`src/source/l2_cache_consts.svh`:
```
`ifndef L2_CACHE_CONSTS_SVH
`define L2_CACHE_CONSTS_SVH

// address split of the 28-bit L1 word address
`define L2_TAG_W    18
`define L2_INDEX_W  8
`define L2_OFS_W    2
`define L2_ADDR_W   28

// cache geometry
`define L2_SETS     256
`define L2_WAYS     4

// data widths
`define L2_LINE_W   128
`define L2_WORD_W   32

`endif

```
`src/source/l2_cache_pkg.sv`:
```
package l2_cache_pkg;

    `include "l2_cache_consts.svh"

    // one L1 word address, seen raw on the bus or split into cache fields
    typedef union packed
    {
        logic [`L2_ADDR_W-1:0] raw;
        struct packed
        {
            logic [`L2_TAG_W-1:0]   tag;
            logic [`L2_INDEX_W-1:0] index;
            logic [`L2_OFS_W-1:0]   ofs;
        } f;
    } l2_addr_u;

    // lexicographic rank of a way ordering, first way is LRU
    typedef logic [4:0] lru_code_t;

    typedef logic [1:0] way_t;

endpackage

```
`src/source/l2_lru_table.sv`:
```
`timescale 1ns/1ns
`include "l2_cache_consts.svh"

module l2_lru_table (
    input  logic                    clk,
    input  logic                    nrst,
    input  logic                    touch_en,
    input  logic [`L2_INDEX_W-1:0]  touch_index,
    input  l2_cache_pkg::way_t      touch_way,
    input  logic [`L2_INDEX_W-1:0]  rd_index,
    output l2_cache_pkg::way_t      lru_way
);
    import l2_cache_pkg::*;

    lru_code_t       codes [`L2_SETS];
    logic [3:0][1:0] rd_order;
    lru_code_t       touched;

    // code -> ordering, digits 6/2/1 pick from the remaining ways
    function automatic logic [3:0][1:0] decode(input lru_code_t code);
        logic [3:0][1:0] pool;
        logic [3:0][1:0] order;
        logic [1:0]      dig [4];
        pool = {2'd3, 2'd2, 2'd1, 2'd0};
        dig[0] = 2'(code / 6);
        dig[1] = 2'((code % 6) / 2);
        dig[2] = 2'(code % 2);
        dig[3] = 2'd0;
        for (int i = 0; i < 4; i++)
        begin
            order[i] = pool[dig[i]];
            for (int j = 0; j < 3; j++)
                if (j >= dig[i])
                    pool[j] = pool[j+1];    // close the gap
        end
        return order;
    endfunction

    function automatic lru_code_t encode(input logic [3:0][1:0] order);
        lru_code_t  code;
        logic [1:0] cnt;
        code = '0;
        for (int i = 0; i < 3; i++)
        begin
            cnt = '0;
            for (int j = i + 1; j < 4; j++)
                if (order[j] < order[i])
                    cnt = cnt + 2'd1;
            code = lru_code_t'(code * (4 - i) + cnt);
        end
        return code;
    endfunction

    function automatic logic [3:0][1:0] move_to_mru(input logic [3:0][1:0] order, input way_t w);
        logic [3:0][1:0] res;
        int              k;
        res = order;
        k = 0;
        for (int i = 0; i < 4; i++)
        begin
            if (order[i] != w)
            begin
                res[k] = order[i];
                k++;
            end
        end
        res[3] = w;     // most recent at the tail
        return res;
    endfunction

    assign rd_order = decode(codes[rd_index]);
    assign lru_way  = rd_order[0];
    assign touched  = encode(move_to_mru(decode(codes[touch_index]), touch_way));

    always_ff @(posedge clk or negedge nrst)
    begin
        if (!nrst)
        begin
            for (int s = 0; s < `L2_SETS; s++)
                codes[s] <= '0;     // ordering 0,1,2,3
        end
        else if (touch_en)
            codes[touch_index] <= touched;
    end

endmodule

```
`config.mk`:
```
export PLATFORM = sky130hd
export DESIGN_NAME = l2_lru_table
export DESIGN_NICKNAME = d
export VERILOG_FILES = /design/src/source/l2_cache_pkg.sv /design/src/source/l2_lru_table.sv
export VERILOG_INCLUDE_DIRS = /design/src /design/src/source
export SDC_FILE = /design/constraint.sdc
export NUM_CORES = 2
export LEC_CHECK = 0
export BUFFER_PORTS_ARGS = -buffer_cell sky130_fd_sc_hd__buf_2
export CAP_MARGIN = 20
export CORE_ASPECT_RATIO = 1.1
export CORE_MARGIN = 5
export CORE_UTILIZATION = 50
export DETAILED_ROUTE_END_ITERATION = 10
export PLACE_DENSITY = 0.71
export RECOVER_POWER = 25
export SLEW_MARGIN = 40
export SYNTH_ARGS = -nofsm -noshare
export SYNTH_HDL_FRONTEND = slang
export SYNTH_SLANG_ARGS = --single-unit
```
`constraint.sdc`:
```
create_clock -name clk -period 11.6 [get_ports clk]
set_clock_uncertainty 0.2 [all_clocks]
set_input_delay 2.32 -clock clk [delete_from_list [all_inputs] [get_ports clk]]
set_output_delay 2.32 -clock clk [all_outputs]
set_load 0.05 [all_outputs]
```
==> flow_metrics.env <==
export IMPL_status="finished, violations left"
export IMPL_violations="max-capacitance violations, max-slew violations"
export IMPL_ctsHoldBuffers=0
export IMPL_post_route_period_util=0.978
export IMPL_synth_edf_count=0
export IMPL_htreeDepth=4
export IMPL_cts_tree="built"
export IMPL_r2r_start="codes[9]"
export IMPL_cp_common_cell="inv_1"
export IMPL_worstReg2RegEnd="codes[423]"
export IMPL_synth_nets=4953
export IMPL_grt_pass1_vias=50100
export IMPL_multi_input_area_um2=36100
export IMPL_io_pins=23
export IMPL_post_route_min_period_ns=11.34
export IMPL_portBuffers=22
export IMPL_grt_max_degree=156
export IMPL_required_ns=12.10
export IMPL_area_delta_synth_final_pct=14.6
export IMPL_hold_viol_final=0
export IMPL_holdPathEnd="codes[465]"
export IMPL_final_antenna_net_count=0
export IMPL_cp_max_fo=19
export IMPL_cts_sinks=1280
export IMPL_top_register="codes"
export IMPL_critPathKind="primary input to register"
export IMPL_final_nets=5204
export IMPL_firstDrtPassIters=5
export IMPL_crit_family="adder cells"
export IMPL_largest_register_ffs=1280
export IMPL_synth_ff_type="dfrtp_1"
export IMPL_cp_num_buf_inv=11
export IMPL_cts_inserted_buffers=134
export IMPL_reg2reg_depth=43
export IMPL_ys_seq_area_frac=0.458
export IMPL_hold_path_class="register to register"
export IMPL_synth_cell_type_count=89
export IMPL_grt_overflow=0
export IMPL_finalMaxSlewViolations=611
export IMPL_synth_area_um2=69900
export IMPL_setup_slack_ns=0.259
export IMPL_slowest_stage="fa_4"
export IMPL_routed_via_density=6.85
export IMPL_fp_dieArea_um2=147000
export IMPL_drv_cap=9
export IMPL_post_dp_cell_area_um2=75100
export IMPL_routedWlPerCell_um=32.7
export IMPL_drt_iter0_drc=5092
export IMPL_synth_warnings=0
export IMPL_ff_latch_area_um2=32000
export IMPL_slowest_delay_ns=1.00
export IMPL_startpoint="touch_index[5]"
export IMPL_syn_area_per_cell_um2=14.2
export IMPL_drive_above_1_share=0.484
export IMPL_drc=0
export IMPL_clk_pin_slew_worst_paths_ns=0.06
export IMPL_placementRows=144
export IMPL_final_area_um2=80100
export IMPL_pre_cts_ws_ns=-0.520
export IMPL_insertion_delay_ns=0.79
export IMPL_track_usage=0.312
export IMPL_grt_pass1_wl_um=343000
export IMPL_fillers=10800
export IMPL_min_delay_start="codes[465]"
export IMPL_reg_top3="codes x1280"
export IMPL_core_region_area_um2=140000
export IMPL_mostFrequentLayoutCells="dfrtp_1 (1280), mux2_2 (1031), mux4_2 (730)"
export IMPL_setup_viol=0
export IMPL_die_w_um=367
export IMPL_finalWeightedCongestion=1.00
export IMPL_vias=48600
export IMPL_fmax_ghz=0.0882
export IMPL_whs_path_depth=2
export IMPL_worst_pin_slew_ns=5.23
export IMPL_initial_core_util=0.501
export IMPL_finalWirelength_um=232000
export IMPL_antenna_found_initial=15
export IMPL_slew_headroom=-2.49
export IMPL_cp_start_kind="primary input"
export IMPL_r2r_slack_ns=1.73
export IMPL_final_common_cell="dfrtp_1"
export IMPL_syn_inst=4912
export IMPL_cts_max_path_buffers=3
export IMPL_die_y_um=402
export IMPL_critPathCaptureType="register"
export IMPL_arrival_ns=11.84
export IMPL_ys_ff_latch=1280
export IMPL_async_reset_ff_frac=1.00
export IMPL_hpwl_um=163000
export IMPL_cts_root_buf="clkbuf_16"
[Yosys cell counts (11+ instances only)]
master / count / share of area
o22ai_1: 19 / 0.0017
nand2b_1: 14 / 0.0013
nand3_1: 43 / 0.0031
nor2b_1: 15 / 0.0013
mux2_2: 1031 / 0.17
nor2_1: 439 / 0.024
a21oi_1: 252 / 0.018
inv_1: 25 / 0.0013
dfrtp_1: 1280 / 0.46
mux4_2: 730 / 0.24
nand2_1: 196 / 0.011
buf_2: 42 / 0.0030
buf_4: 39 / 0.0042
buf_6: 28 / 0.0045
buf_1: 46 / 0.0025
clkbuf_1: 243 / 0.013
ha_1: 18 / 0.0032
and2_1: 11 / 0.00098
a22oi_1: 84 / 0.0090
mux2i_1: 64 / 0.0092
nor3_1: 31 / 0.0022
o21ai_0: 73 / 0.0052
[timing repair]
action / CTS / global route
setup buffers: 0 / 9
endpoints found under the setup margin: 0 / 510
gates resized for setup: 0 / 36
[kinds of logic (layout without fill, tap and decap cells)]
group	after synthesis	after routing	synth area share
multiplexers	1825	1825	0.410
adder cells (fa/ha/maj)	20	20	0.00379
AO/OA/AOI/OAI	543	543	0.0484
XOR/XNOR	7	7	0.000877
other	0	7	0
flip-flops	1280	1280	0.458
buffers and inverters	433	786	0.0294
AND/OR/NAND/NOR	804	804	0.0492
[per-layer routing]
| layer | routed length, um | vias to the layer above | track usage |
|---|---|---|---|
| met5 | 96 | - | 0 |
| met4 | 17900 | 14 | 0.192 |
| li1 | - | 19500 | - |
| met1 | 84800 | 25700 | 0.404 |
| met3 | 23200 | 756 | 0.0787 |
| met2 | 106000 | 2669 | 0.478 |
[worst max-delay path by stage]
stage	end	slack, ns	depth (start not counted)
global route	codes[348]	-0.04	45
detailed placement	codes[243]	-0.52	47
global placement	codes[248]	-0.74	47
floorplan	codes[1023]	0.07	46
finish	codes[423]	0.26	46
CTS	codes[1108]	0.26	47
[cell type report]
class | count | share of cell area
repair buffers | 517 | 0.0634
clock inverters | 38 | 0.00615
multi-input cells | 3199 | 0.450
diodes | 7 | 0.000219
well taps | 1825 | 0.0285
clock buffers | 200 | 0.0502
flip-flops and latches | 1280 | 0.400
inverters | 31 | 0.00151
[tightest hold or removal path, stage by stage (launching register included)]
cell     delay (ns)
dfrtp_1        0.36
nand2_1        0.05
o21ai_0        0.06
[stage by stage]
| step | cells | TNS [ns] | utilization | hold WS [ns] |
|---|---|---|---|---|
| 2_1_floorplan | 4912 | 0 | - | 0.261 |
| 3_3_place_gp | 6823 | -341.72 | 0.537 | 0.273 |
| 3_5_place_dp | 6826 | -198.82 | 0.538 | 0.288 |
| 4_1_cts | 7064 | 0 | 0.570 | 0.302 |
| 5_1_grt | 7090 | -3.34 | 0.574 | 0.319 |
| 6_report | 7097 | 0 | 0.574 | 0.302 |
Power is left out: the tool's default activity adds up to more than one toggle a clock period on the data nets, which glitch-free logic cannot reach.
