**config.mk**
```make
export PLATFORM = sky130hd
export DESIGN_NAME = l2_controller_flat
export DESIGN_NICKNAME = d
export VERILOG_FILES = /design/src/source/l2_cache_pkg.sv /design/src/source/l2_lookup_if.sv /design/src/source/l2_controller.sv /design/src/flat_wrapper.sv
export VERILOG_INCLUDE_DIRS = /design/src /design/src/source
export SDC_FILE = /design/constraint.sdc
export NUM_CORES = 1
export LEC_CHECK = 0
export ABC_AREA = 1
export BUFFER_PORTS_ARGS = -buffer_cell sky130_fd_sc_hd__buf_2
export CAP_MARGIN = 20
export CORE_UTILIZATION = 34
export CTS_CLUSTER_DIAMETER = 50
export DETAILED_ROUTE_END_ITERATION = 6
export GPL_TIMING_DRIVEN = 0
export PLACE_DENSITY = 0.84
export SYNTH_ARGS = -nofsm -noshare
export SYNTH_HDL_FRONTEND = slang
export SYNTH_SLANG_ARGS = --single-unit
```
**constraint.sdc**
```tcl
create_clock -name clk -period 3.1 [get_ports clk]
set_input_delay 0.31 -clock clk [delete_from_list [all_inputs] [get_ports clk]]
set_output_delay 0.31 -clock clk [all_outputs]
set_load 0.02 [all_outputs]
```
**src/source/l2_cache_consts.svh**
```systemverilog
`ifndef L2_CACHE_CONSTS_SVH
`define L2_CACHE_CONSTS_SVH

// address split of the 28-bit L1 word address
`define L2_TAG_W    18
`define L2_INDEX_W  8
`define L2_OFS_W    2
`define L2_ADDR_W   28

// cache geometry
`define L2_SETS     256
`define L2_WAYS     4

// data widths
`define L2_LINE_W   128
`define L2_WORD_W   32

`endif

```
**src/source/l2_cache_pkg.sv**
```systemverilog
package l2_cache_pkg;

    `include "l2_cache_consts.svh"

    // one L1 word address, seen raw on the bus or split into cache fields
    typedef union packed
    {
        logic [`L2_ADDR_W-1:0] raw;
        struct packed
        {
            logic [`L2_TAG_W-1:0]   tag;
            logic [`L2_INDEX_W-1:0] index;
            logic [`L2_OFS_W-1:0]   ofs;
        } f;
    } l2_addr_u;

    // lexicographic rank of a way ordering, first way is LRU
    typedef logic [4:0] lru_code_t;

    typedef logic [1:0] way_t;

endpackage

```
**src/source/l2_lookup_if.sv**
```systemverilog
`timescale 1ns/1ns
`include "l2_cache_consts.svh"

interface l2_lookup_if;
    import l2_cache_pkg::*;

    logic [`L2_INDEX_W-1:0] index;
    logic [`L2_TAG_W-1:0]   tag;
    logic                   fill;       // tag write, valid set, dirty cleared
    logic                   set_dirty;
    way_t                   way;

    logic                   hit;
    way_t                   hit_way;
    way_t                   victim_way;
    logic                   victim_valid;
    logic                   victim_dirty;
    logic [`L2_TAG_W-1:0]   victim_tag;

    modport ctrl (
        output index, tag, fill, set_dirty, way,
        input  hit, hit_way, victim_way, victim_valid, victim_dirty, victim_tag
    );

    modport store (
        input  index, tag, fill, set_dirty, way,
        output hit, hit_way, victim_way, victim_valid, victim_dirty, victim_tag
    );

endinterface

```
**src/source/l2_controller.sv**
```systemverilog
`timescale 1ns/1ns
`include "l2_cache_consts.svh"

module l2_controller (
    input  logic                            clk,
    input  logic                            nrst,
    input  logic                            l1_cyc,
    input  logic                            l1_stb,
    input  logic                            l1_we,
    input  l2_cache_pkg::l2_addr_u          l1_adr,
    input  logic [`L2_WORD_W-1:0]           l1_wdata,
    output logic                            l1_ack,
    output logic                            mem_cyc,
    output logic                            mem_stb,
    output logic                            mem_we,
    output logic [`L2_TAG_W+`L2_INDEX_W-1:0] mem_adr,
    input  logic                            mem_ack,
    l2_lookup_if.ctrl                       lk,
    output logic                            touch_en,
    output logic [`L2_INDEX_W-1:0]          touch_index,
    output l2_cache_pkg::way_t              touch_way,
    input  l2_cache_pkg::way_t              lru_way,
    output logic [`L2_INDEX_W-1:0]          index,
    output l2_cache_pkg::way_t              way,
    output logic [`L2_OFS_W-1:0]            word_sel,
    output logic                            wr_en,
    output logic [`L2_WORD_W-1:0]           wr_word,
    output logic                            refill_en
);
    import l2_cache_pkg::*;

    typedef enum logic [1:0]
    {
        S_IDLE,
        S_COMPARE,
        S_WRITE_BACK,
        S_ALLOCATE
    } state_t;

    state_t state;
    logic   hit_q;      // second compare cycle, data array addressed
    way_t   way_q;
    logic   req;
    logic   need_wb;
    logic   mem_done;

    // ack cycle still shows stb, don't restart on it
    assign req      = l1_cyc && l1_stb && !l1_ack;
    assign need_wb  = lk.victim_valid && lk.victim_dirty;
    assign mem_done = mem_cyc && mem_ack;

    assign lk.index     = l1_adr.f.index;
    assign lk.tag       = l1_adr.f.tag;
    assign lk.way       = way_q;
    assign lk.fill      = refill_en;
    assign lk.set_dirty = wr_en;

    assign index    = l1_adr.f.index;
    assign way      = way_q;
    assign word_sel = l1_adr.f.ofs;
    assign wr_word  = l1_wdata;

    assign wr_en       = (state == S_COMPARE) && hit_q && l1_we;
    assign refill_en   = (state == S_ALLOCATE) && mem_done;   // mem_rdata goes straight in
    assign touch_en    = (state == S_COMPARE) && hit_q;
    assign touch_index = l1_adr.f.index;
    assign touch_way   = way_q;

    always_ff @(posedge clk or negedge nrst)
    begin
        if (!nrst)
        begin
            state   <= S_IDLE;
            hit_q   <= 1'b0;
            way_q   <= '0;
            l1_ack  <= 1'b0;
            mem_cyc <= 1'b0;
            mem_stb <= 1'b0;
            mem_we  <= 1'b0;
        end
        else
        begin
            l1_ack <= 1'b0;
            case (state)
                S_IDLE:
                begin
                    if (req)
                        state <= S_COMPARE;
                end
                S_COMPARE:
                begin
                    if (hit_q)
                    begin
                        hit_q  <= 1'b0;
                        l1_ack <= 1'b1;     // rd_word valid alongside
                        state  <= S_IDLE;
                    end
                    else if (lk.hit)
                    begin
                        hit_q <= 1'b1;
                        way_q <= lk.hit_way;
                    end
                    else
                    begin
                        way_q <= lk.victim_way;
                        state <= need_wb ? S_WRITE_BACK : S_ALLOCATE;
                    end
                end
                S_WRITE_BACK:
                begin
                    if (!mem_cyc)
                    begin
                        // rd_line settles one cycle after way_q
                        mem_cyc <= 1'b1;
                        mem_stb <= 1'b1;
                        mem_we  <= 1'b1;
                    end
                    else if (mem_ack)
                    begin
                        mem_cyc <= 1'b0;
                        mem_stb <= 1'b0;
                        mem_we  <= 1'b0;
                        state   <= S_ALLOCATE;
                    end
                end
                S_ALLOCATE:
                begin
                    if (!mem_cyc)
                    begin
                        mem_cyc <= 1'b1;
                        mem_stb <= 1'b1;
                    end
                    else if (mem_ack)
                    begin
                        mem_cyc <= 1'b0;
                        mem_stb <= 1'b0;
                        state   <= S_COMPARE;   // lookup again, hits now
                    end
                end
                default:
                    state <= S_IDLE;
            endcase
        end
    end

    // line address for the next memory transfer
    always_ff @(posedge clk)
    begin
        if ((state == S_COMPARE) && !hit_q && !lk.hit)
            mem_adr <= need_wb ? {lk.victim_tag, l1_adr.f.index} : {l1_adr.f.tag, l1_adr.f.index};
        else if ((state == S_WRITE_BACK) && mem_done)
            mem_adr <= {l1_adr.f.tag, l1_adr.f.index};
    end

endmodule

```
**src/flat_wrapper.sv**
```systemverilog
// flat-port wrapper written by rule: the top's interface ports become plain ports
module l2_controller_flat import l2_cache_pkg::*;
  (clk, nrst, l1_cyc, l1_stb, l1_we, l1_adr, l1_wdata, l1_ack, mem_cyc, mem_stb, mem_we, mem_adr, mem_ack, touch_en, touch_index, touch_way, lru_way, index, way, word_sel, wr_en, wr_word, refill_en, lk_index, lk_tag, lk_fill, lk_set_dirty, lk_way, lk_hit, lk_hit_way, lk_victim_way, lk_victim_valid, lk_victim_dirty, lk_victim_tag);
  l2_lookup_if lk_i ();
  input  logic clk;
  input  logic nrst;
  input  logic l1_cyc;
  input  logic l1_stb;
  input  logic l1_we;
  input  l2_cache_pkg::l2_addr_u l1_adr;
  input  logic [`L2_WORD_W-1:0] l1_wdata;
  output logic l1_ack;
  output logic mem_cyc;
  output logic mem_stb;
  output logic mem_we;
  output logic [`L2_TAG_W+`L2_INDEX_W-1:0] mem_adr;
  input  logic mem_ack;
  output logic touch_en;
  output logic [`L2_INDEX_W-1:0] touch_index;
  output l2_cache_pkg::way_t touch_way;
  input  l2_cache_pkg::way_t lru_way;
  output logic [`L2_INDEX_W-1:0] index;
  output l2_cache_pkg::way_t way;
  output logic [`L2_OFS_W-1:0] word_sel;
  output logic wr_en;
  output logic [`L2_WORD_W-1:0] wr_word;
  output logic refill_en;
  output wire logic [$bits(lk_i.index)-1:0] lk_index;
  output wire logic [$bits(lk_i.tag)-1:0] lk_tag;
  output wire logic [$bits(lk_i.fill)-1:0] lk_fill;
  output wire logic [$bits(lk_i.set_dirty)-1:0] lk_set_dirty;
  output wire logic [$bits(lk_i.way)-1:0] lk_way;
  input wire logic [$bits(lk_i.hit)-1:0] lk_hit;
  input wire logic [$bits(lk_i.hit_way)-1:0] lk_hit_way;
  input wire logic [$bits(lk_i.victim_way)-1:0] lk_victim_way;
  input wire logic [$bits(lk_i.victim_valid)-1:0] lk_victim_valid;
  input wire logic [$bits(lk_i.victim_dirty)-1:0] lk_victim_dirty;
  input wire logic [$bits(lk_i.victim_tag)-1:0] lk_victim_tag;
  assign lk_index = lk_i.index;
  assign lk_tag = lk_i.tag;
  assign lk_fill = lk_i.fill;
  assign lk_set_dirty = lk_i.set_dirty;
  assign lk_way = lk_i.way;
  assign lk_i.hit = lk_hit;
  assign lk_i.hit_way = lk_hit_way;
  assign lk_i.victim_way = lk_victim_way;
  assign lk_i.victim_valid = lk_victim_valid;
  assign lk_i.victim_dirty = lk_victim_dirty;
  assign lk_i.victim_tag = lk_victim_tag;
  l2_controller u_core (.clk(clk), .nrst(nrst), .l1_cyc(l1_cyc), .l1_stb(l1_stb), .l1_we(l1_we), .l1_adr(l1_adr), .l1_wdata(l1_wdata), .l1_ack(l1_ack), .mem_cyc(mem_cyc), .mem_stb(mem_stb), .mem_we(mem_we), .mem_adr(mem_adr), .mem_ack(mem_ack), .lk(lk_i), .touch_en(touch_en), .touch_index(touch_index), .touch_way(touch_way), .lru_way(lru_way), .index(index), .way(way), .word_sel(word_sel), .wr_en(wr_en), .wr_word(wr_word), .refill_en(refill_en));
endmodule
```
==> qor.txt, run 1 <==
RUN STATUS
--------------------------------------------------------------------------------------------------------
Status .................................................................................... finished, final reports clean

CRITICAL PATH
--------------------------------------------------------------------------------------------------------
Family of cells with the greatest summed delay on the critical path ....................... compound AO/OA/AOI/OAI gates
Depth of the most critical reg-to-reg path ................................................            5
Critical path fanouts, max ................................................................           19
Worst path max stage delay ................................................................       470 ps
Crit path cell chain ...................................................................... inv_1 > ha_1 > nand2_1 > o21ai_2 > buf_8
Endpoint type of the worst setup path .....................................................     register
Worst Path Required .......................................................................      3080 ps
Data arrival time at the worst-slack endpoint .............................................      1930 ps
Startpoint type of the worst setup path ...................................................     register
CP max stage cell ......................................................................... sky130_fd_sc_hd__o21ai_2
Count of buffer and inverter cells on the critical path ...................................            2
Count of cell instances traversed by the critical path ....................................            5
Classification of the worst setup path .................................................... register to register

PWR
--------------------------------------------------------------------------------------------------------
Peak ir drop on the vdd network ...........................................................    0.5142 mV
Power density over the cells .............................................................. 606.4 mW/mm2
Leakage dissipation .......................................................................     1.915 nW
Total Power ...............................................................................     2.025 mW

STA
--------------------------------------------------------------------------------------------------------
Unrepaired setup endpoints after global routing ...........................................        false
Timing-limited maximum frequency ..........................................................   0.5136 GHz
Fin Setup TNS .............................................................................         0 ps
Count of endpoints failing hold in the final timing report ................................            0
Period utilisation layout .................................................................       62.81%
Setup-violating endpoint count in the final report ........................................            0
Worst Clk Skew ............................................................................     4.940 ps
Post-Route Hold Slack .....................................................................     234.5 ps
Worst Setup Slack, final ..................................................................      1153 ps
Transition time of the tightest slew-check pin ............................................     536.9 ps
Number of max-slew violations in the final report .........................................            0
Relative slew slack .......................................................................       64.20%
Tmin final ................................................................................      1947 ps

FLOORPLAN
--------------------------------------------------------------------------------------------------------
Die extent in y ...........................................................................     83.66 um
Horizontal extent of the die ..............................................................     83.66 um
Standard-cell row count ...................................................................           29
Boundary pin count ........................................................................          210
Core area ................................................................................. 0.006386 mm2
Initial Util ..............................................................................       35.50%
Die area .................................................................................. 0.006999 mm2

ROUTING
--------------------------------------------------------------------------------------------------------
Mean number of vias per cell ..............................................................        4.163
Routed WL .................................................................................     5.394 mm
Length of the first detailed-routing pass in iterations ...................................            4
Remaining DRCs ............................................................................            0
Post-route antenna net violation count ....................................................            0
1st-iter DRT viols ........................................................................           41
Drt wl/cell ...............................................................................     10.83 um
Via total after detailed routing ..........................................................        2,073

PLACED DESIGN
--------------------------------------------------------------------------------------------------------
Cell count after placement ................................................................          489
Last weighted congestion value of the routability-driven placer ...........................       0.7751
Post-DP HPWL ..............................................................................     4.651 mm
Instance area at placement ................................................................ 0.003248 mm2
Quantity of I/O buffers inserted on ports .................................................          173
Dpl ws ....................................................................................      1138 ps

SYNTH
--------------------------------------------------------------------------------------------------------
Unique cell type count in the Yosys netlist ...............................................           16
Post-synthesis sequential area ratio ......................................................       44.37%
Synthesized area per cell .................................................................    9.526 um2
Combined area of all synthesized cells .................................................... 0.002267 mm2
Flip-flop and latch count after synthesis .................................................           35
Synth Instances ...........................................................................          238
YS warnings ...............................................................................            0
Number of nets in the synthesized netlist .................................................          335

LAYOUT
--------------------------------------------------------------------------------------------------------
Share of the core filled with cells .......................................................       52.29%
Share of post-route cells with drive strength above 1 .....................................       68.65%
Final non-filler cell total ...............................................................          498
Finished layout cell area ................................................................. 0.003339 mm2
Area grow syn2layout ......................................................................       47.30%
Antenna diode count .......................................................................            0
Nets@finish ...............................................................................          517

GLOBAL ROUTING
--------------------------------------------------------------------------------------------------------
Overflow left after global routing ........................................................            0
Number of global-route vias before repair .................................................        1,924
Number of antenna violations at the first check in global routing .........................            0
Global-route wire length before repair ....................................................     8.376 mm
Global-route usage over all layers ........................................................       15.02%
Maximum number of pins on one net before global-route repair ..............................           20

CTS
--------------------------------------------------------------------------------------------------------
Clock tree buffer depth ...................................................................            2
TritonCTS Sinks ...........................................................................           35
Clock buffer count from CTS ...............................................................            5
Number of levels in the clock H-tree ......................................................            2
Post-CTS clock slew at the launch and capture registers of the worst setup and hold paths .        70 ps
Cell at the root of the clock tree ........................................................ sky130_fd_sc_hd__clkbuf_8
Clock tree from TritonCTS .................................................................        built
Worst-Skew Late Latency ...................................................................       280 ps

WORST HOLD PATH
--------------------------------------------------------------------------------------------------------
Number of cells on the worst hold path ....................................................            3
Worst min path class ...................................................................... input port to register

JOB
--------------------------------------------------------------------------------------------------------
Max capacitance violation total ...........................................................            0

## cell families after synthesis
logic type | count (synthesis) | share of synthesized area [%]
flip-flops | 35 | 44.37
AO/OA/AOI/OAI | 23 | 8.057
AND/OR/NAND/NOR | 60 | 11.59
adder cells (fa/ha/maj) | 4 | 2.208
buffers and inverters | 116 | 33.77
## cell usage in the layout (no fill, tap or decap)
cell type                       Yosys  final
sky130_fd_sc_hd__dfrtp_1            9      9
sky130_fd_sc_hd__a21oi_1            1      1
sky130_fd_sc_hd__clkbuf_1           0      2
sky130_fd_sc_hd__buf_8              0      1
sky130_fd_sc_hd__o21ai_2           18     19
sky130_fd_sc_hd__dlygate4sd3_1      0      1
sky130_fd_sc_hd__buf_2              0    173
sky130_fd_sc_hd__nand4_4            1      1
sky130_fd_sc_hd__nor2_1             9      9
sky130_fd_sc_hd__buf_4             82     82
sky130_fd_sc_hd__nor2_4             1      1
sky130_fd_sc_hd__nand2_1           41     41
sky130_fd_sc_hd__edfxtp_1          26     26
sky130_fd_sc_hd__o21ai_0            4      3
sky130_fd_sc_hd__inv_2              1      1
sky130_fd_sc_hd__clkbuf_8           0      5
sky130_fd_sc_hd__inv_1             30     30
sky130_fd_sc_hd__ha_1               4      4
sky130_fd_sc_hd__clkinv_2           0      1
sky130_fd_sc_hd__buf_6              3      3
sky130_fd_sc_hd__nand3_1            6      6
sky130_fd_sc_hd__nand2_2            2      2
## cells in the mapped netlist (all sizes together)
cell    number  area, um2
o21ai       22      177.7
buf         85      649.4
nor2        10      45.04
nand2       43      166.4
ha           4      50.05
dfrtp        9      225.2
nand3        6      30.03
inv         31      116.4
nand4        1      21.27
a21oi        1      5.000
edfxtp      26      780.8
## routing by layer
| layer | GRT usage, % | part of all wire (%) |
|---|---|---|
| met5 | 0 | 0 |
| met3 | 3.363 | 8.8 |
| met1 | 14.40 | 34 |
| met2 | 30.82 | 56 |
| met4 | 4.777 | 1.0 |
## what timing repair did
item	4_1_cts	5_1_grt
resized for setup	0	0
hold buffers	1	0
hold endpoints to repair	9	0
setup buffers	0	0
## sequential cells by signal, summed over array words and instances (netlist names)
| register | count |
|---|---|
| u_core.hit_q | 1 |
| u_core.l1_ack | 1 |
| u_core.lk.way | 2 |
| u_core.mem_adr | 26 |
| u_core.mem_cyc | 1 |
| u_core.mem_stb | 1 |
| u_core.mem_we | 1 |
| u_core.state | 2 |
## area by class of cell
cell class | instances | area (um2)
Timing Repair Buffer | 175 | 890.9
Inverter | 31 | 116.4
Tap cell | 77 | 96.34
Buffer | 85 | 649.4
Clock inverter | 1 | 5.005
Sequential cell | 35 | 1006
Multi-Input combinational cell | 87 | 499.2
Clock buffer | 7 | 76.32
Fill cell | 566 | 3047
## power breakdown
group	internal, mW	leakage, nW	total [mW]	switching (mW)
logic	0.371	1.52	0.974	0.603
registers	0.667	0.351	0.734	0.0665
clock network	0.158	0.0422	0.317	0.160
## final timing paths
| path | startpoint | to | slack [ps] |
|---|---|---|---|
| worst max-delay path | u_core.state[1] | u_core.mem_adr[21] | 1150 |
| worst min-delay path | lk_victim_way[1] | u_core.lk.way[1] | 230 |
| worst max register to register | u_core.state[1] | u_core.mem_adr[21] | 1150 |
| worst min register to register | u_core.mem_stb | u_core.mem_stb | 510 |
| max in group asynchronous | nrst | u_core.state[0] | 2490 |
| min in group asynchronous | nrst | u_core.lk.way[0] | 430 |
## worst register-to-register path, stage by stage, from the launching register on
cell and delay, ps:
sky130_fd_sc_hd__dfrtp_1 420, sky130_fd_sc_hd__inv_1 100, sky130_fd_sc_hd__ha_1 230, sky130_fd_sc_hd__nand2_1 160, sky130_fd_sc_hd__o21ai_2 470, sky130_fd_sc_hd__buf_8 260
Power figures use the tool's default switching activity.
==> run 2, diff against run 1 <==
ABC_AREA = 0   (was 1)
CORE_AREA = 2 2 80 82   (was not set)
CORE_UTILIZATION = not set   (was 34)
DIE_AREA = 0 0 82 84   (was not set)
PLACE_DENSITY = 0.85   (was 0.84)
clock period = 1.96 ns   (was 3.1 ns; I/O delays follow)
==> run 2 against run 1 <==
First-iteration DRC count decreased by 41%; sequential cell count did not move; count of clock-buffer cells in the layout down 1; global-route usage is 0.47 points lower; non-clock buffer count fell by 1; final cell count shrank 12%; via count decreased by 12%; die area decreased by 1.6%; critical path type unchanged.
==> qor.txt, run 2 <==
ROUTING
--------------------------------------------------------------------------------------------------------
Length of the first detailed-routing pass in iterations ...................................            4
Via total after detailed routing ..........................................................        1,821
Wire length on met2 .......................................................................     2.803 mm
Drt wl/cell ...............................................................................     11.85 um
Wire length on met1 .......................................................................     1.801 mm
Mean number of vias per cell ..............................................................        4.158
Routed WL .................................................................................     5.191 mm
Routed wire length on met3 ................................................................       529 um
DR top layer ..............................................................................         met4
1st-iter DRT viols ........................................................................           24
Remaining DRCs ............................................................................            0
Post-route antenna net violation count ....................................................            0

CRITICAL PATH
--------------------------------------------------------------------------------------------------------
Worst Path Required .......................................................................      2160 ps
Worst path max stage delay ................................................................       480 ps
Classification of the worst setup path .................................................... register to register
CP max stage cell ......................................................................... sky130_fd_sc_hd__a222oi_1
Critical path fanouts, max ................................................................            7
Setup slack on the worst flop-to-flop path ................................................        90 ps
Crit path cell chain ...................................................................... inv_1 > ha_1 > or2_1 > a222oi_1 > mux2i_1
Beginning of the worst register-to-register path .......................................... u_core.state[0]
Data arrival time at the worst-slack endpoint .............................................      2060 ps
Depth of the most critical reg-to-reg path ................................................            5
Startpoint type of the worst setup path ...................................................     register
End of the worst register-to-register path ................................................ u_core.state[1]
Endpoint type of the worst setup path .....................................................     register

PWR
--------------------------------------------------------------------------------------------------------
Power share of the clock group ............................................................        15.5%
Fraction of power spent switching nets ....................................................       38.97%
Switching pwr .............................................................................     1.270 mW
Peak ir drop on the vdd network ...........................................................    0.8451 mV
Power density over the cells ..............................................................  1007 mW/mm2
Internal portion of total power ...........................................................     1.989 mW
Combinational group share of total power ..................................................        48.9%
Part of the power in registers ............................................................        35.6%
Leakage dissipation .......................................................................     1.718 nW

GLOBAL ROUTING
--------------------------------------------------------------------------------------------------------
Global-route wire length before repair ....................................................     7.665 mm
Overflow left after global routing ........................................................            0
Maximum number of pins on one net before global-route repair ..............................           17
Number of global-route vias before repair .................................................        1,693
Global-route usage over all layers ........................................................       14.55%
Number of antenna violations at the first check in global routing .........................            0

CTS
--------------------------------------------------------------------------------------------------------
Worst-Skew Late Latency ...................................................................       280 ps
Clock tree buffer depth ...................................................................            2
Clock tree from TritonCTS .................................................................        built
Post-CTS clock slew at the launch and capture registers of the worst setup and hold paths .        70 ps
Clock buffer count from CTS ...............................................................            5
TritonCTS Sinks ...........................................................................           35
Cell at the root of the clock tree ........................................................ sky130_fd_sc_hd__clkbuf_8
Number of levels in the clock H-tree ......................................................            2

STA
--------------------------------------------------------------------------------------------------------
Timing-limited maximum frequency ..........................................................   0.5361 GHz
Post-Route Hold Slack .....................................................................     138.2 ps
Number of max-slew violations in the final report .........................................            0
Tmin final ................................................................................      1865 ps
Count of endpoints failing hold in the final timing report ................................            0
Relative slew slack .......................................................................       65.77%
Worst Clk Skew ............................................................................     5.761 ps
Unrepaired setup endpoints after global routing ...........................................        false
Period utilisation layout .................................................................       95.17%
Setup-violating endpoint count in the final report ........................................            0
Transition time of the tightest slew-check pin ............................................     513.5 ps
Worst Setup Slack, final ..................................................................     94.73 ps

FLOORPLAN
--------------------------------------------------------------------------------------------------------
Initial Util ..............................................................................       34.91%
Core area ................................................................................. 0.006096 mm2
Horizontal extent of the die ..............................................................        82 um
Boundary pin count ........................................................................          210
Die area .................................................................................. 0.006888 mm2
Standard-cell row count ...................................................................           29
Die extent in y ...........................................................................        84 um

PLACED DESIGN
--------------------------------------------------------------------------------------------------------
Last weighted congestion value of the routability-driven placer ...........................       0.7041
Cell count after placement ................................................................          428
Post-DP HPWL ..............................................................................     4.327 mm
Dpl ws ....................................................................................    -203.2 ps
Quantity of I/O buffers inserted on ports .................................................          172
Instance area at placement ................................................................ 0.003119 mm2

SYNTH
--------------------------------------------------------------------------------------------------------
Most frequent cell after synthesis ........................................................ sky130_fd_sc_hd__buf_4
Synthesized area per cell .................................................................    11.96 um2
Flip-flop and latch count after synthesis .................................................           35
Combined area of all synthesized cells .................................................... 0.002128 mm2
Area contributors post-synth .............................................................. sky130_fd_sc_hd__edfxtp_1 (37%), sky130_fd_sc_hd__buf_4 (29%), sky130_fd_sc_hd__dfrtp_1 (11%)
Post-synthesis sequential area ratio ......................................................       47.27%
Area leader, netlist ...................................................................... sky130_fd_sc_hd__edfxtp_1
Main synth FF type ........................................................................ sky130_fd_sc_hd__edfxtp_1
Synth cell count leaders .................................................................. sky130_fd_sc_hd__buf_4 (82), sky130_fd_sc_hd__edfxtp_1 (26), sky130_fd_sc_hd__mux2_2 (19)
Number of nets in the synthesized netlist .................................................          275
Unique cell type count in the Yosys netlist ...............................................           24
YS warnings ...............................................................................            0
Post-synth EDFFs ..........................................................................           26
Share of the synthesized area in the top cell type ........................................       36.68%
Synth Instances ...........................................................................          178
Async set-reset flop share out of synthesis ...............................................       25.71%

LAYOUT
--------------------------------------------------------------------------------------------------------
Area taken by flip-flops and latches ...................................................... 0.001006 mm2
Final non-filler cell total ...............................................................          438
Register containing the most flip-flops in the final layout ............................... u_core.mem_adr
Number of flip-flops in the largest register ..............................................           26
Finished layout cell area ................................................................. 0.003236 mm2
Top library cells by usage in the layout, fill and taps aside ............................. sky130_fd_sc_hd__buf_2 (173), sky130_fd_sc_hd__buf_4 (82), sky130_fd_sc_hd__edfxtp_1 (26)
FILL cells ................................................................................          550
Antenna diode count .......................................................................            0
Area grow syn2layout ......................................................................       52.03%
Most frequent standard cell in the layout excluding fill and tap cells .................... sky130_fd_sc_hd__buf_2
Share of post-route cells with drive strength above 1 .....................................       80.61%
Share of the core filled with cells .......................................................       53.08%
Nets@finish ...............................................................................          457
Area occupied by multi-input gates ........................................................    491.7 um2

RUN STATUS
--------------------------------------------------------------------------------------------------------
Status .................................................................................... finished, final reports clean

WORST HOLD PATH
--------------------------------------------------------------------------------------------------------
Number of cells on the worst hold path ....................................................            1
Start point of the worst hold path ........................................................    l1_adr[6]
Worst min path class ...................................................................... input port to register
End point of the most critical hold path .................................................. u_core.mem_adr[4]

JOB
--------------------------------------------------------------------------------------------------------
Max capacitance violation total ...........................................................            0

-- run 2: worst max-delay path, delay by kind of cell (launching register included) --
family	cells	cell delay, ps
compound gates	1	480
fa+ha+maj	1	280
buf+inv	1	90
flops	1	400
mux	1	260
simple gates	1	270
-- run 2: what timing repair did --
item	4_1_cts	5_1_grt
pin swaps	1	1
setup buffers	1	0
resized for setup	2	1
endpoints found under the setup margin	34	16
hold buffers	1	0
endpoints found under the hold margin	9	0
-- run 2: power by group through the flow --
stage | sequential, mW | clock (mW) | combinational [mW]
floorplan | 1.41 | 0 | 0.816
global placement | 1.17 | 0 | 1.50
detailed placement | 1.18 | 0 | 1.58
CTS | 1.16 | 0.530 | 1.61
global route | 1.19 | 0.560 | 1.73
finish | 1.16 | 0.505 | 1.59
-- run 2: stage by stage --
step | setup TNS (ps) | total power, mW
after detailed placement | -3337 | 2.763
final | 0 | 3.259
after global placement | -13420 | 2.674
after floorplan | 0 | 2.222
after CTS | 0 | 3.307
after global routing | 0 | 3.471
-- run 2: worst max path at each step --
stage	startpoint	slack (ps)	endpoint	cells after the start
finish	u_core.state[0]	90	u_core.state[1]	5
global route	u_core.state[0]	4	u_core.mem_adr[10]	5
CTS	u_core.state[1]	40	u_core.mem_adr[11]	6
detailed placement	u_core.state[1]	-200	u_core.mem_adr[18]	6
global placement	u_core.state[1]	-450	u_core.mem_adr[7]	4
floorplan	u_core.state[1]	10	u_core.mem_adr[0]	4
-- run 2: area by class of cell --
cell class	count	share of cell area, %
Sequential cell	35	31.09
Timing Repair Buffer	175	28.11
Buffer	84	19.53
Multi-Input combinational cell	55	15.20
Tap cell	77	2.978
Clock buffer	6	2.243
Inverter	4	0.4640
Clock inverter	2	0.3867
-- run 2: cells by family (layout without fill, tap and decap cells) --
kind of cell / count (synthesis) / after routing / share of synthesized area [%]
compound gates: 10 / 10 / 2.645
fa+ha+maj: 4 / 4 / 2.352
buf+inv: 88 / 271 / 30.39
flops: 35 / 35 / 47.27
mux: 23 / 23 / 11.93
simple gates: 18 / 18 / 5.410
-- run 2: metal layers --
layer  GRT usage (%)  vias up
li1                -      883
met1           14.73      828
met2           27.35      106
met3           3.788        4
met4           5.606        0
met5               0        -
==> run 3, diff against run 2 <==
clock period = 2.1 ns   (was 1.96 ns; I/O delays follow)
==> run 3 against run 2 <==
Critical endpoint is now u_core.mem_adr[11]; final cell count stayed put; die area did not move; largest power group unchanged; sequential cell count unchanged; setup slack improved by 47 ps; non-clock buffer count unchanged; utilization fell by 0.10 points.
==> qor.txt, run 3 (synthesis results as in run 2) <==
FLOORPLAN
--------------------------------------------------------------------------------------------------------
Core area ................................................................................. 0.006096 mm2
Die extent in y ...........................................................................        84 um
Initial Util ..............................................................................       34.91%
Die area .................................................................................. 0.006888 mm2
Standard-cell row count ...................................................................           29
Boundary pin count ........................................................................          210
Horizontal extent of the die ..............................................................        82 um

STA
--------------------------------------------------------------------------------------------------------
Transition time of the tightest slew-check pin ............................................     512.1 ps
Setup-violating endpoint count in the final report ........................................            0
Count of endpoints failing hold in the final timing report ................................            0
Relative slew slack .......................................................................       65.86%
Number of max-slew violations in the final report .........................................            0
Post-Route Hold Slack .....................................................................     152.2 ps
Timing-limited maximum frequency ..........................................................   0.5106 GHz
Unrepaired setup endpoints after global routing ...........................................        false
Tmin final ................................................................................      1959 ps
Worst Setup Slack, final ..................................................................     141.3 ps
Fin Setup TNS .............................................................................         0 ps
Worst Clk Skew ............................................................................     5.765 ps
Period utilisation layout .................................................................       93.27%

PWR
--------------------------------------------------------------------------------------------------------
Power share of the clock group ............................................................        15.5%
Switching pwr .............................................................................     1.187 mW
Peak ir drop on the vdd network ...........................................................    0.7881 mV
Fraction of power spent switching nets ....................................................       39.06%
Power density over the cells .............................................................. 941.4 mW/mm2
Leakage dissipation .......................................................................     1.718 nW
Part of the power in registers ............................................................        35.6%
Internal portion of total power ...........................................................     1.853 mW
Combinational group share of total power ..................................................        48.9%

CRITICAL PATH
--------------------------------------------------------------------------------------------------------
Endpoint type of the worst setup path .....................................................     register
Depth of the most critical reg-to-reg path ................................................            6
Startpoint type of the worst setup path ...................................................     register
Beginning of the worst register-to-register path .......................................... u_core.state[1]
Critical path fanouts, max ................................................................            8
Worst Path Required .......................................................................      2130 ps
End of the worst register-to-register path ................................................ u_core.mem_adr[11]
First element of the critical path ........................................................ u_core.state[1]
Classification of the worst setup path .................................................... register to register
Data arrival time at the worst-slack endpoint .............................................      1990 ps
Setup slack on the worst flop-to-flop path ................................................       140 ps

CTS
--------------------------------------------------------------------------------------------------------
Post-CTS clock slew at the launch and capture registers of the worst setup and hold paths .        70 ps
Cell at the root of the clock tree ........................................................ sky130_fd_sc_hd__clkbuf_8
TritonCTS Sinks ...........................................................................           35
Worst-Skew Late Latency ...................................................................       280 ps
Clock tree buffer depth ...................................................................            2
Clock buffer count from CTS ...............................................................            5
Clock tree from TritonCTS .................................................................        built
Number of levels in the clock H-tree ......................................................            2

WORST HOLD PATH
--------------------------------------------------------------------------------------------------------
Worst min path class ...................................................................... input port to register
Number of cells on the worst hold path ....................................................            1
Start point of the worst hold path ........................................................    l1_adr[6]
End point of the most critical hold path .................................................. u_core.mem_adr[4]

PLACED DESIGN
--------------------------------------------------------------------------------------------------------
Instance area at placement ................................................................ 0.003119 mm2
Dpl ws ....................................................................................    -63.24 ps
Last weighted congestion value of the routability-driven placer ...........................       0.7041
Post-DP HPWL ..............................................................................     4.327 mm
Cell count after placement ................................................................          428
Quantity of I/O buffers inserted on ports .................................................          172

LAYOUT
--------------------------------------------------------------------------------------------------------
Most frequent standard cell in the layout excluding fill and tap cells .................... sky130_fd_sc_hd__buf_2
Nets@finish ...............................................................................          457
Top library cells by usage in the layout, fill and taps aside ............................. sky130_fd_sc_hd__buf_2 (173), sky130_fd_sc_hd__buf_4 (83), sky130_fd_sc_hd__edfxtp_1 (26)
Number of flip-flops in the largest register ..............................................           26
Antenna diode count .......................................................................            0
Finished layout cell area ................................................................. 0.003229 mm2
Area grow syn2layout ......................................................................       51.73%
Register containing the most flip-flops in the final layout ............................... u_core.mem_adr
Final non-filler cell total ...............................................................          438
Share of post-route cells with drive strength above 1 .....................................       80.33%

ROUTING
--------------------------------------------------------------------------------------------------------
1st-iter DRT viols ........................................................................           31
Drt wl/cell ...............................................................................     11.88 um
Routed WL .................................................................................     5.205 mm
Remaining DRCs ............................................................................            0
Via total after detailed routing ..........................................................        1,829
Length of the first detailed-routing pass in iterations ...................................            4
Post-route antenna net violation count ....................................................            0
Mean number of vias per cell ..............................................................        4.176

RUN STATUS
--------------------------------------------------------------------------------------------------------
Status .................................................................................... finished, final reports clean

GLOBAL ROUTING
--------------------------------------------------------------------------------------------------------
Overflow left after global routing ........................................................            0
Global-route wire length before repair ....................................................     7.645 mm
Global-route usage over all layers ........................................................       14.50%
Number of antenna violations at the first check in global routing .........................            0
Maximum number of pins on one net before global-route repair ..............................           17
Number of global-route vias before repair .................................................        1,689

JOB
--------------------------------------------------------------------------------------------------------
Max capacitance violation total ...........................................................            0

-- run 3: changes by cell type in the layout (fill, tap and decap cells not counted) --
cell / before / now
sky130_fd_sc_hd__ha_1: 3 / 4
sky130_fd_sc_hd__buf_6: 2 / 1
sky130_fd_sc_hd__ha_2: 1 / 0
sky130_fd_sc_hd__buf_4: 82 / 83
-- run 3: critical path, stage by stage, from the launching register on --
cell	delay, ps
sky130_fd_sc_hd__dfrtp_1	410
sky130_fd_sc_hd__inv_1	110
sky130_fd_sc_hd__ha_1	270
sky130_fd_sc_hd__nand2b_4	120
sky130_fd_sc_hd__nor3_4	230
sky130_fd_sc_hd__buf_4	210
sky130_fd_sc_hd__mux2_2	360
-- run 3: through the flow --
step / utilization (%) / total power, mW
after detailed placement: 51.17 / 2.579
after CTS: 52.85 / 3.069
after global routing: 52.98 / 3.236
final: 52.98 / 3.040
after global placement: 50.72 / 2.495
after floorplan: - / 2.074
-- run 3: repair_timing --
item,4_1_cts,5_1_grt
endpoints found under the setup margin,10,16
hold endpoints to repair,9,0
pin swaps,1,0
gates resized for setup,0,1
setup buffers,1,0
hold buffers,1,0
gates cloned,0,0
-- run 3: worst max path at each step --
stage | end | slack (ps) | cells after the start
finish | u_core.mem_adr[11] | 140 | 6
global route | u_core.mem_adr[11] | 20 | 6
CTS | u_core.mem_adr[10] | 40 | 5
detailed placement | u_core.mem_adr[18] | -60 | 6
global placement | u_core.mem_adr[7] | -310 | 4
floorplan | u_core.mem_adr[0] | 150 | 4
-- run 3: power by group through the flow --
stage / clock network [mW] / registers [mW] / logic, mW
floorplan: 0 / 1.31 / 0.762
finish: 0.471 / 1.08 / 1.49
global route: 0.523 / 1.11 / 1.61
CTS: 0.495 / 1.08 / 1.49
detailed placement: 0 / 1.10 / 1.48
global placement: 0 / 1.10 / 1.40
-- run 3: layer usage --
metal | share of wire, % | track usage [%] | vias to the layer above
li1 | - | - | 883
met1 | 35 | 14.66 | 832
met2 | 54 | 27.27 | 110
met3 | 10 | 3.788 | 4
met4 | 1.1 | 5.606 | 0
met5 | 0 | 0 | -
-- run 3: area by class of cell --
type | count | area [um2]
Inverter | 4 | 15.01
Fill cell | 553 | 2867
Multi-Input combinational cell | 55 | 489.2
Clock buffer | 6 | 72.57
Buffer | 84 | 631.9
Tap cell | 77 | 96.34
Clock inverter | 2 | 12.51
Sequential cell | 35 | 1006
Timing Repair Buffer | 175 | 905.9
